## config.mk

```make
export PLATFORM = sky130hd
export DESIGN_NAME = snake_top
export DESIGN_NICKNAME = d
export VERILOG_FILES = /design/src/verilog/snake_pkg.sv /design/src/verilog/button_conditioner.sv /design/src/verilog/segment_scan.sv /design/src/verilog/snake_game.sv /design/src/verilog/snake_path.sv /design/src/verilog/snake_top.sv
export VERILOG_INCLUDE_DIRS = /design/src /design/src/include
export SDC_FILE = /design/constraint.sdc
export NUM_CORES = 1
export LEC_CHECK = 0
export BUFFER_PORTS_ARGS = -buffer_cell sky130_fd_sc_hd__clkbuf_2
export CORE_ASPECT_RATIO = 1.5
export CORE_MARGIN = 3
export CORE_UTILIZATION = 65
export DETAILED_ROUTE_END_ITERATION = 16
export PLACE_DENSITY = 0.83
export SLEW_MARGIN = 20
export SYNTH_ARGS = -nofsm -noshare
export SYNTH_HDL_FRONTEND = slang
export SYNTH_HIERARCHICAL = 1
export SYNTH_SLANG_ARGS = --single-unit
```

## constraint.sdc

```tcl
create_clock -name clk -period 6.8 [get_ports clk]
set_input_delay 1.02 -clock clk [delete_from_list [all_inputs] [get_ports clk]]
set_output_delay 1.02 -clock clk [all_outputs]
set_load 0.02 [all_outputs]
```

## src/include/snake_defines.svh

```systemverilog
`ifndef SNAKE_DEFINES_SVH
`define SNAKE_DEFINES_SVH

// Segments A..G on one digit
`define SEG_COUNT 7

// Digits on the board
`define DIGIT_COUNT 4

// Consecutive high samples that count as a press
`define DEBOUNCE_LEN 4

// Game ticks spent showing the start segment
`define START_TICKS 2

// Active-low, so all ones is dark
`define SEG_BLANK 7'b111_1111

`endif

```

## src/verilog/snake_pkg.sv

```systemverilog
`default_nettype none

package snake_pkg;

`include "snake_defines.svh"

    // Active low, bit 0 is segment A
    typedef logic [`SEG_COUNT-1:0] seg_mask_t;

    typedef logic [2:0] seg_idx_t;

    // Active low, bit 0 is the rightmost digit
    typedef logic [`DIGIT_COUNT-1:0] digit_sel_t;

    typedef enum logic [1:0] {RIGHT, LEFT, UP, DOWN} heading_t;

    typedef enum logic [1:0] {INITIAL, MOVING, FALLING} game_state_t;

    typedef struct packed {
        logic turn_right;
        logic turn_left;
        logic forward;
        logic drop;
    } buttons_t;

    localparam seg_idx_t SEG_A = 3'd0;
    localparam seg_idx_t SEG_B = 3'd1;
    localparam seg_idx_t SEG_C = 3'd2;
    localparam seg_idx_t SEG_D = 3'd3;
    localparam seg_idx_t SEG_E = 3'd4;
    localparam seg_idx_t SEG_F = 3'd5;
    localparam seg_idx_t SEG_G = 3'd6;

endpackage

`default_nettype wire

```

## src/verilog/button_conditioner.sv

```systemverilog
`timescale 1ns/1ps
`default_nettype none

`include "snake_defines.svh"

module button_conditioner
    import snake_pkg::*;
(
    input  logic     clk,
    input  logic     rst,
    input  buttons_t btn,
    output buttons_t pulse
);

    localparam int N = $bits(buttons_t);

    logic [`DEBOUNCE_LEN-1:0] samples [N];
    logic [N-1:0]             raw;
    logic [N-1:0]             level;
    logic [N-1:0]             level_d;
    logic [N-1:0]             pulse_q;

    assign raw = btn;

    // Debounced once the whole window is high
    always_comb begin
        for (int i = 0; i < N; i++) begin
            level[i] = &samples[i];
        end
    end

    always_ff @(posedge clk or posedge rst) begin
        if (rst) begin
            for (int i = 0; i < N; i++) begin
                samples[i] <= '0;
            end
            level_d <= '0;
            pulse_q <= '0;
        end else begin
            for (int i = 0; i < N; i++) begin
                samples[i] <= {samples[i][`DEBOUNCE_LEN-2:0], raw[i]};
            end
            level_d <= level;
            // Rising edge of the debounced level
            pulse_q <= level & ~level_d;
        end
    end

    assign pulse = pulse_q;

endmodule

`default_nettype wire

```

## src/verilog/segment_scan.sv

```systemverilog
`timescale 1ns/1ps
`default_nettype none

`include "snake_defines.svh"

module segment_scan
    import snake_pkg::*;
#(
    parameter int SCAN_CYCLES = 100_000
) (
    input  logic       clk,
    input  logic       rst,
    input  seg_mask_t  face,
    output digit_sel_t digit,
    output seg_mask_t  segments
);

    localparam int SW = $clog2(SCAN_CYCLES);

    logic [SW-1:0] prescale;
    logic          step;
    digit_sel_t    digit_n;

    assign step = (prescale == SW'(SCAN_CYCLES - 1));

    // Rotate the single low bit leftwards, starting on the rightmost digit
    always_comb begin
        digit_n = digit;
        if (step) begin
            if (&digit) digit_n = ~digit_sel_t'(1);
            else digit_n = {digit[`DIGIT_COUNT-2:0], digit[`DIGIT_COUNT-1]};
        end
    end

    always_ff @(posedge clk or posedge rst) begin
        if (rst) begin
            prescale <= '0;
            digit <= '1;
            segments <= `SEG_BLANK;
        end else begin
            prescale <= step ? '0 : prescale + 1'b1;
            digit <= digit_n;
            // Only the rightmost digit shows the game
            segments <= digit_n[0] ? `SEG_BLANK : face;
        end
    end

endmodule

`default_nettype wire

```

## src/verilog/snake_game.sv

```systemverilog
`timescale 1ns/1ps
`default_nettype none

`include "snake_defines.svh"

module snake_game
    import snake_pkg::*;
#(
    parameter int TICK_CYCLES = 50_000_000
) (
    input  logic      clk,
    input  logic      rst,
    input  buttons_t  pulse,
    output seg_mask_t face
);

    localparam int CW = $clog2(TICK_CYCLES);
    localparam int TW = $clog2(`START_TICKS + 1);

    game_state_t state;
    game_state_t state_n;
    logic [CW-1:0] cnt;
    logic [TW-1:0] ticks;
    logic          tick;
    seg_idx_t      pos;
    heading_t      heading;
    seg_idx_t      next_pos;
    heading_t      next_heading;
    logic          moved;
    // 1 marks an erased segment
    seg_mask_t     record;
    logic          blink;
    seg_mask_t     pos_mask;

    snake_path path_i (
        .pos          (pos),
        .heading      (heading),
        .pulse        (pulse),
        .next_pos     (next_pos),
        .next_heading (next_heading),
        .moved        (moved)
    );

    assign tick = (cnt == CW'(TICK_CYCLES - 1));
    assign pos_mask = seg_mask_t'(1) << pos;

    always_comb begin
        state_n = state;
        case (state)
            INITIAL: begin
                if (tick && ticks == TW'(`START_TICKS - 1)) state_n = MOVING;
            end
            MOVING: begin
                if (pulse.drop) state_n = FALLING;
            end
            FALLING: begin
                if (tick && &record) state_n = INITIAL;
            end
            default: begin
                state_n = INITIAL;
            end
        endcase
    end

    always_ff @(posedge clk or posedge rst) begin
        if (rst) begin
            state <= INITIAL;
            cnt <= '0;
            ticks <= '0;
            pos <= SEG_G;
            heading <= LEFT;
            record <= '0;
            blink <= 1'b0;
        end else begin
            state <= state_n;

            // Tick timing starts over in every new state
            if (state_n != state || tick) cnt <= '0;
            else cnt <= cnt + 1'b1;

            if (state_n != state) ticks <= '0;
            else if (tick) ticks <= ticks + 1'b1;

            if (tick) blink <= ~blink;

            case (state)
                INITIAL: begin
                    pos <= SEG_G;
                    heading <= LEFT;
                end
                MOVING: begin
                    if (pulse.drop) begin
                        // Everything lit but the snake itself
                        record <= pos_mask;
                        blink <= 1'b0;
                    end else if (moved) begin
                        pos <= next_pos;
                        heading <= next_heading;
                    end
                end
                FALLING: begin
                    if (moved) begin
                        pos <= next_pos;
                        heading <= next_heading;
                        record[next_pos] <= 1'b1;
                    end
                end
                default: begin
                    pos <= SEG_G;
                end
            endcase
        end
    end

    always_comb begin
        if (state == FALLING) begin
            face = record;
            face[pos] = blink;
        end else begin
            face = ~pos_mask;
        end
    end

endmodule

`default_nettype wire

```

## src/verilog/snake_path.sv

```systemverilog
`timescale 1ns/1ps
`default_nettype none

module snake_path
    import snake_pkg::*;
(
    input  seg_idx_t pos,
    input  heading_t heading,
    input  buttons_t pulse,
    output seg_idx_t next_pos,
    output heading_t next_heading,
    output logic     moved
);

    typedef struct packed {
        seg_idx_t pos;
        heading_t heading;
    } step_t;

    step_t nxt;
    logic  miss;

    // Within one segment, turn_left entries come first, then turn_right, then forward
    always_comb begin
        nxt = '{pos, heading};
        miss = 1'b0;
        case (pos)
            SEG_A: begin
                if (heading == LEFT && pulse.turn_left) nxt = '{SEG_F, DOWN};
                else if (heading == RIGHT && pulse.turn_right) nxt = '{SEG_B, DOWN};
                else miss = 1'b1;
            end
            SEG_B: begin
                if (heading == UP && pulse.turn_left) nxt = '{SEG_A, LEFT};
                else if (heading == DOWN && pulse.turn_right) nxt = '{SEG_G, LEFT};
                else if (heading == DOWN && pulse.forward) nxt = '{SEG_C, DOWN};
                else miss = 1'b1;
            end
            SEG_C: begin
                if (heading == UP && pulse.turn_left) nxt = '{SEG_G, LEFT};
                else if (heading == DOWN && pulse.turn_right) nxt = '{SEG_D, LEFT};
                else if (heading == UP && pulse.forward) nxt = '{SEG_B, UP};
                else miss = 1'b1;
            end
            SEG_D: begin
                if (heading == RIGHT && pulse.turn_left) nxt = '{SEG_C, UP};
                else if (heading == LEFT && pulse.turn_right) nxt = '{SEG_E, UP};
                else miss = 1'b1;
            end
            SEG_E: begin
                if (heading == DOWN && pulse.turn_left) nxt = '{SEG_D, RIGHT};
                else if (heading == UP && pulse.turn_right) nxt = '{SEG_G, RIGHT};
                else if (heading == UP && pulse.forward) nxt = '{SEG_F, UP};
                else miss = 1'b1;
            end
            SEG_F: begin
                if (heading == DOWN && pulse.turn_left) nxt = '{SEG_G, RIGHT};
                else if (heading == UP && pulse.turn_right) nxt = '{SEG_A, RIGHT};
                else miss = 1'b1;
            end
            SEG_G: begin
                if (heading == RIGHT && pulse.turn_left) nxt = '{SEG_B, UP};
                else if (heading == LEFT && pulse.turn_left) nxt = '{SEG_E, DOWN};
                else if (heading == RIGHT && pulse.turn_right) nxt = '{SEG_C, DOWN};
                else if (heading == LEFT && pulse.turn_right) nxt = '{SEG_F, UP};
                else miss = 1'b1;
            end
            default: begin
                miss = 1'b1;
            end
        endcase
    end

    assign next_pos = nxt.pos;
    assign next_heading = nxt.heading;
    assign moved = ~miss;

endmodule

`default_nettype wire

```

## src/verilog/snake_top.sv

```systemverilog
`timescale 1ns/1ps
`default_nettype none

module snake_top
    import snake_pkg::*;
#(
    parameter int TICK_CYCLES = 50_000_000,
    parameter int SCAN_CYCLES = 100_000
) (
    input  logic       clk,
    input  logic       rst,
    input  buttons_t   btn,
    output digit_sel_t digit,
    output seg_mask_t  segments
);

    buttons_t  pulse;
    seg_mask_t face;

    button_conditioner cond_i (
        .clk   (clk),
        .rst   (rst),
        .btn   (btn),
        .pulse (pulse)
    );

    snake_game #(
        .TICK_CYCLES (TICK_CYCLES)
    ) game_i (
        .clk   (clk),
        .rst   (rst),
        .pulse (pulse),
        .face  (face)
    );

    segment_scan #(
        .SCAN_CYCLES (SCAN_CYCLES)
    ) scan_i (
        .clk      (clk),
        .rst      (rst),
        .face     (face),
        .digit    (digit),
        .segments (segments)
    );

endmodule

`default_nettype wire
```

# == After elaboration in Yosys (flattened, before gate mapping) ==
# Cells that the tools add are included.
# Widths: inputs -> output; s select.
# word_totals
regBits,95
latch_bits,0
ramBits,0
rom_bits,0
input_bits,6
out_inout_bits,11
elab_cells,144
n_memories,0
# op_classes
add_sub_neg,3
n_mul,0
div_mod_pow,0
magnitude_cmp,4
n_eq_ne,18
shift,1
n_mux,67
n_bitwise,5
reduce_logical,29
# op_table
operator,count
$mux 5,19
$pmux 5 s7,1
$mux 7,4
$add 26x1->26 const B,1
$eq 26x26->1 const B,1
$mux 26,1
$mux 1,23
$reduce_and 4->1,5
$add 17x1->17 const B,1
$eq 17x17->1 const B,1
$mux 17,1
$logic_and 1x1->1,14
$mux 2,7
$pmux 7 s2,1
$pmux 2 s3,2
$eq 3x3->1 const B,3
$lt 3x4->1 const B,2
$bwmux 7,1
$not 7->7,1
$or 7x7->7,1
$pmux 1 s7,1
$reduce_and 7->1,1
$shl 1x3->7 const A,1
$demux 1 s3,2
other kinds (21),32

# == Longest topological paths before layout ==
# logic_depth
ltp_word,14
mapped_depth,11
depth_no_buf,9

# == Modules after synthesis ==
# The synthesis kept the hierarchy.
# modules_own_cells
module,instances,cells_per_inst,area_per_inst_um2,seq_area_each_um2
snake_game,1,271,2379.8,1079.8
segment_scan,1,100,1179.9,714.4
button_conditioner,1,33,704.4,600.6
snake_path,1,101,615.6,0.0

# == Least setup slack after synthesis ==
# OpenSTA, ideal clock, no wires.
# synth_timing
kind,flip-flop to flip-flop
startpoint,register game_i.pos[2]
endpoint,register game_i.heading[1]
setup_time_ns,0.122
arrival_ns,2.223
required_ns,6.678
path_slack_ns,4.455
path_stages_with_launch,10
path_buffers,1
synth_period_minus_slack_ns,2.345
path_cell_list,dfstp_2 > clkbuf_1 > nor3b_1 > o211ai_1 > o31ai_1 > nor3_1 > inv_1 > a21boi_1 > o21ai_0 > a32o_1
# synth_via
elab_chain_len,5
word_cells_on_any_way,12
cone_classes,eq/ne: 6; mux: 5; reduce/logical: 1
# synth_lines
item,line_no,text
start: declaration,snake_game.sv:25,seg_idx_t pos;
start signal: assignment,snake_game.sv:97,pos <= next_pos;
start signal: assignment,snake_game.sv:103,pos <= next_pos;
"$eq 3x3->1, or another cell as far along",snake_path.sv:27,case (pos)
$pmux 5 s7 or $pmux 1 s7 (tied branches),snake_path.sv:27,
$mux 2 *,"snake_game.sv:96, snake_game.sv:102",
$mux 2,snake_game.sv:92,if (pulse.drop) begin
$pmux 2 s3 *,snake_game.sv:86,case (state)
end signal: assignment,snake_game.sv:98,heading <= next_heading;
end signal: assignment,snake_game.sv:104,heading <= next_heading;
end: declaration,snake_game.sv:26,heading_t heading;
# Every way passes the cells marked *; elsewhere a longest branch is shown, timed or not. The select of a mux whose other input is x is not followed.
# A chain may end at the register's enable or synchronous reset.

# == Worst setup path after layout ==
# layout_timing
startpoint,register game_i.heading[1]
endpoint,register game_i.heading[1]
# layout_via
elab_chain_len,10
word_cells_on_any_way,55
cone_classes,eq/ne: 3; mux: 41; reduce/logical: 11
# layout_lines
item,line_no,text
$eq 2x1->1,--,
$logic_and 1x1->1,"snake_path.sv:47, snake_path.sv:65",
$mux 5 or $mux 1 (tied branches),"snake_path.sv:65, snake_path.sv:47",
$mux 5 or $mux 1 (tied branches),snake_path.sv:64,"else if (heading == RIGHT && pulse.turn_right) nxt = '{SEG_C, DOWN};"
$mux 5 or $mux 1 (tied branches),snake_path.sv:63,"else if (heading == LEFT && pulse.turn_left) nxt = '{SEG_E, DOWN};"
$mux 5 or $mux 1 (tied branches),snake_path.sv:62,"if (heading == RIGHT && pulse.turn_left) nxt = '{SEG_B, UP};"
$pmux 5 s7 or $pmux 1 s7 (tied branches),snake_path.sv:27,
$mux 2 *,"snake_game.sv:96, snake_game.sv:102",
$mux 2,snake_game.sv:92,
$pmux 2 s3 *,snake_game.sv:86,
# Marked as above.

==> results.ini <==
[cells_and_area]
drive_gt1_share_pct = 12.50
post-route-util_pct = 71.55
stdcell_count = 620
final_nets = 528
area_growth_pct = 6.667
antenna_cells = 0

[floorplanning]
die_h_um = 112.1
ios = 17
core-area_sq_um = 7274
initial_core_util_pct = 67.08
dieArea_sq_um = 8604
row_count = 38
die_w_um = 76.75

[sta]
setup_tns_ns = 0
slew_headroom_pct = 34.94
finalCritPeriodShare_pct = 40.63
worst_slew_pin_slew_ns = 0.9699
setup_viol_count_final = 0
fin_ws_ns = 4.037
min_period_ns = 2.763
fmax_mhz = 362.0
hold_viol = 0
rsz0062_at_grt = no
fin_skew_ns = 0.007492
drv_slew = 0

[hold_path]
min_from = cond_i/samples[4]
whs_path_depth = 0
holdPathEnd = cond_i/samples[5]
min_path_type = flip-flop to flip-flop

[worst_setup_path]
reg2regPathDepth = 8
crit_type = flip-flop to flip-flop
cp.arrival_ns = 3.01
required_ns = 7.05
critPathSlowestCell = dfrtp_1
end_kind = flip-flop
crit_fanout = 25
startpoint_type = flip-flop
worstPathCellList = inv_1 > nor3_1 > o31ai_1 > nor3_1 > inv_1 > a21boi_1 > o21ai_0 > a32o_1
r2r-end = game_i/heading[1]
setup.worst_path.start = game_i/heading[1]
regToRegStartpoint = game_i/heading[1]
crit_path_max_incr_delay_ns = 0.79
reg2reg_slack_ns = 4.04

[place]
pre_cts_slack_ns = 4.095
dp_cells = 604
globalplace.congestion = 0.8512
port-buffer-count = 16
dp_hpwl_um = 6646

[clock_tree]
clkSinkCount = 95
clk_path_buf_depth = 2
clock_latency_ns = 0.36
cts_root_buf = clkbuf_8
cts_hold_buffers = 0
path_clk_slew_ns = 0.08
cts_setup_buffers = 0
numCtsBuffers = 9
cts_tree = yes
cts_resized = 0
ctsHtreeMaxLevel = 3

[logic_synthesis]
synth_edf_count = 0
synthArstFlopShare_pct = 100.0
synth_flop_cell = dfrtp_1
synth_common_cells = dfrtp_1, nor2_1, nand2_1
synth_warnings = 6
synth_area_leaders = dfrtp_1, dfstp_2, nor2_1, xnor2_1, xor2_1
netlist_area_sq_um = 4880
yosysMostFrequentCell = dfrtp_1
syn_avg_cell_area_sq_um = 9.663
synth_top_area_share_pct = 41.54
synth_top_area_cell = dfrtp_1
synth_seq_area_share_pct = 49.08
synth.distinct_cells = 64
syn_inst = 505
synth-seq-cells = 95
synth_fp_nets = 518

[detailed_routing]
vias = 3719
dr.pass1.iters = 5
drt-vias-per-instance = 5.998
routed_wl_um = 9613
drc = 0
first_iter_violations = 269
wl_per_cell_um = 15.50
ant_nets = 0

[power_and_ir_drop]
sw_frac_of_total_pct = 21.38
p_seq_share_pct = 59.0
power_density_nw_per_um2 = 187.5
leakagePower_nw = 2.234
p_clk_share_pct = 38.9
total_power_mw = 0.9758
switchingPower_mw = 0.2086
ir_drop_mv = 0.1679
p_int_mw = 0.7671
power_frac_comb_pct = 2.1

[grt]
gr-total-overflow = 0
grt_max_degree = 44
antenna_found_initial = 0
grtUsageTotal_pct = 23.48
first_global_vias = 3691
grt_pass1_wl_um = 16450

[flow_run]
cap_violations = 0

[outcome]
outcome = finished, final reports clean

==> worst max-delay path by stage <==
stage / end
2_1_floorplan: game_i/heading[1]
5_1_grt: game_i/heading[1]
6_report: game_i/heading[1]
3_5_place_dp: game_i/heading[1]
3_3_place_gp: game_i/record[5]
4_1_cts: game_i/heading[1]
==> state kept, by name (all words and copies together) (netlist names) <==
register,flops
cond_i/level_d,4
cond_i/pulse,4
cond_i/samples,16
game_i/blink,1
game_i/cnt,26
game_i/heading,2
game_i/pos,3
game_i/record,7
game_i/state,2
game_i/ticks,2
scan_i/digit,4
scan_i/prescale,17
scan_i/segments,7
==> cells by family (layout without fill, tap and decap cells) <==
logic type | count (synthesis) | after routing | share of synthesized area, %
flops | 95 | 95 | 49.08
fa+ha+maj | 7 | 7 | 1.795
xor+xnor | 40 | 40 | 7.179
buf+inv | 44 | 59 | 3.974
mux | 7 | 7 | 1.564
simple gates | 214 | 214 | 23.64
compound gates | 98 | 98 | 12.77
==> layer usage <==
metal  GRT usage, %  vias up  share of wire, %  routed length (um)
li1               -     1797                 -                   -
met1          26.53     1819                41                3904
met2          42.72       78                54                5162
met3          4.655       25               3.1                 299
met4          9.915        0               2.6                 246
met5              0        -                 0                   0
==> power by group through the flow <==
stage / combinational (mW) / sequential (mW) / clock [mW]
2_1_floorplan: 0.0155 / 0.584 / 0
3_3_place_gp: 0.0205 / 0.586 / 0
3_5_place_dp: 0.0210 / 0.586 / 0
4_1_cts: 0.0211 / 0.575 / 0.391
5_1_grt: 0.0231 / 0.576 / 0.412
6_report: 0.0203 / 0.575 / 0.380
==> area by class of cell <==
cell class / instances / area (sq um)
clock buffer: 12 / 155.1
clock inverter: 4 / 53.80
fill: 531 / 2069
inverter: 26 / 97.59
multi-input combinational: 366 / 2291
sequential: 95 / 2395
tap: 100 / 125.1
timing repair buffer: 17 / 87.58
==> metrics by stage <==
stage / hold WS [ns] / instance area (sq um)
6_report: 0.3815 / 5205
2_1_floorplan: 0.3537 / 4880
3_3_place_gp: 0.3599 / 4996
4_1_cts: 0.3815 / 5205
5_1_grt: 0.4001 / 5205
3_5_place_dp: 0.3617 / 4996
==> critical path, delay by kind of cell (launching register included) <==
kind,cells,cell delay (ns)
flip-flops,1,0.79
AND/OR/NAND/NOR,2,0.51
buffers and inverters,2,0.27
AO/OA/AOI/OAI,4,1.09
==> placed cells by master, fill, tap and decap left out, drive strengths merged, types with 4 or more instances in the layout <==
master and n:
nor4 8, clkbuf 28, nor2b 8, xor2 18, ha 7, and3 4, mux2i 5, a31oi 4
xnor2 22, o21ai 29, inv 25, o31ai 7, nand2 33, nand2b 12, o211ai 4, a21oi 29
nand4 17, dfrtp 81, dfstp 14, nor2 62, nand3b 6, nor3 21, and4 5, nand3 22
No activity file was read; power rests on OpenSTA's default activity.
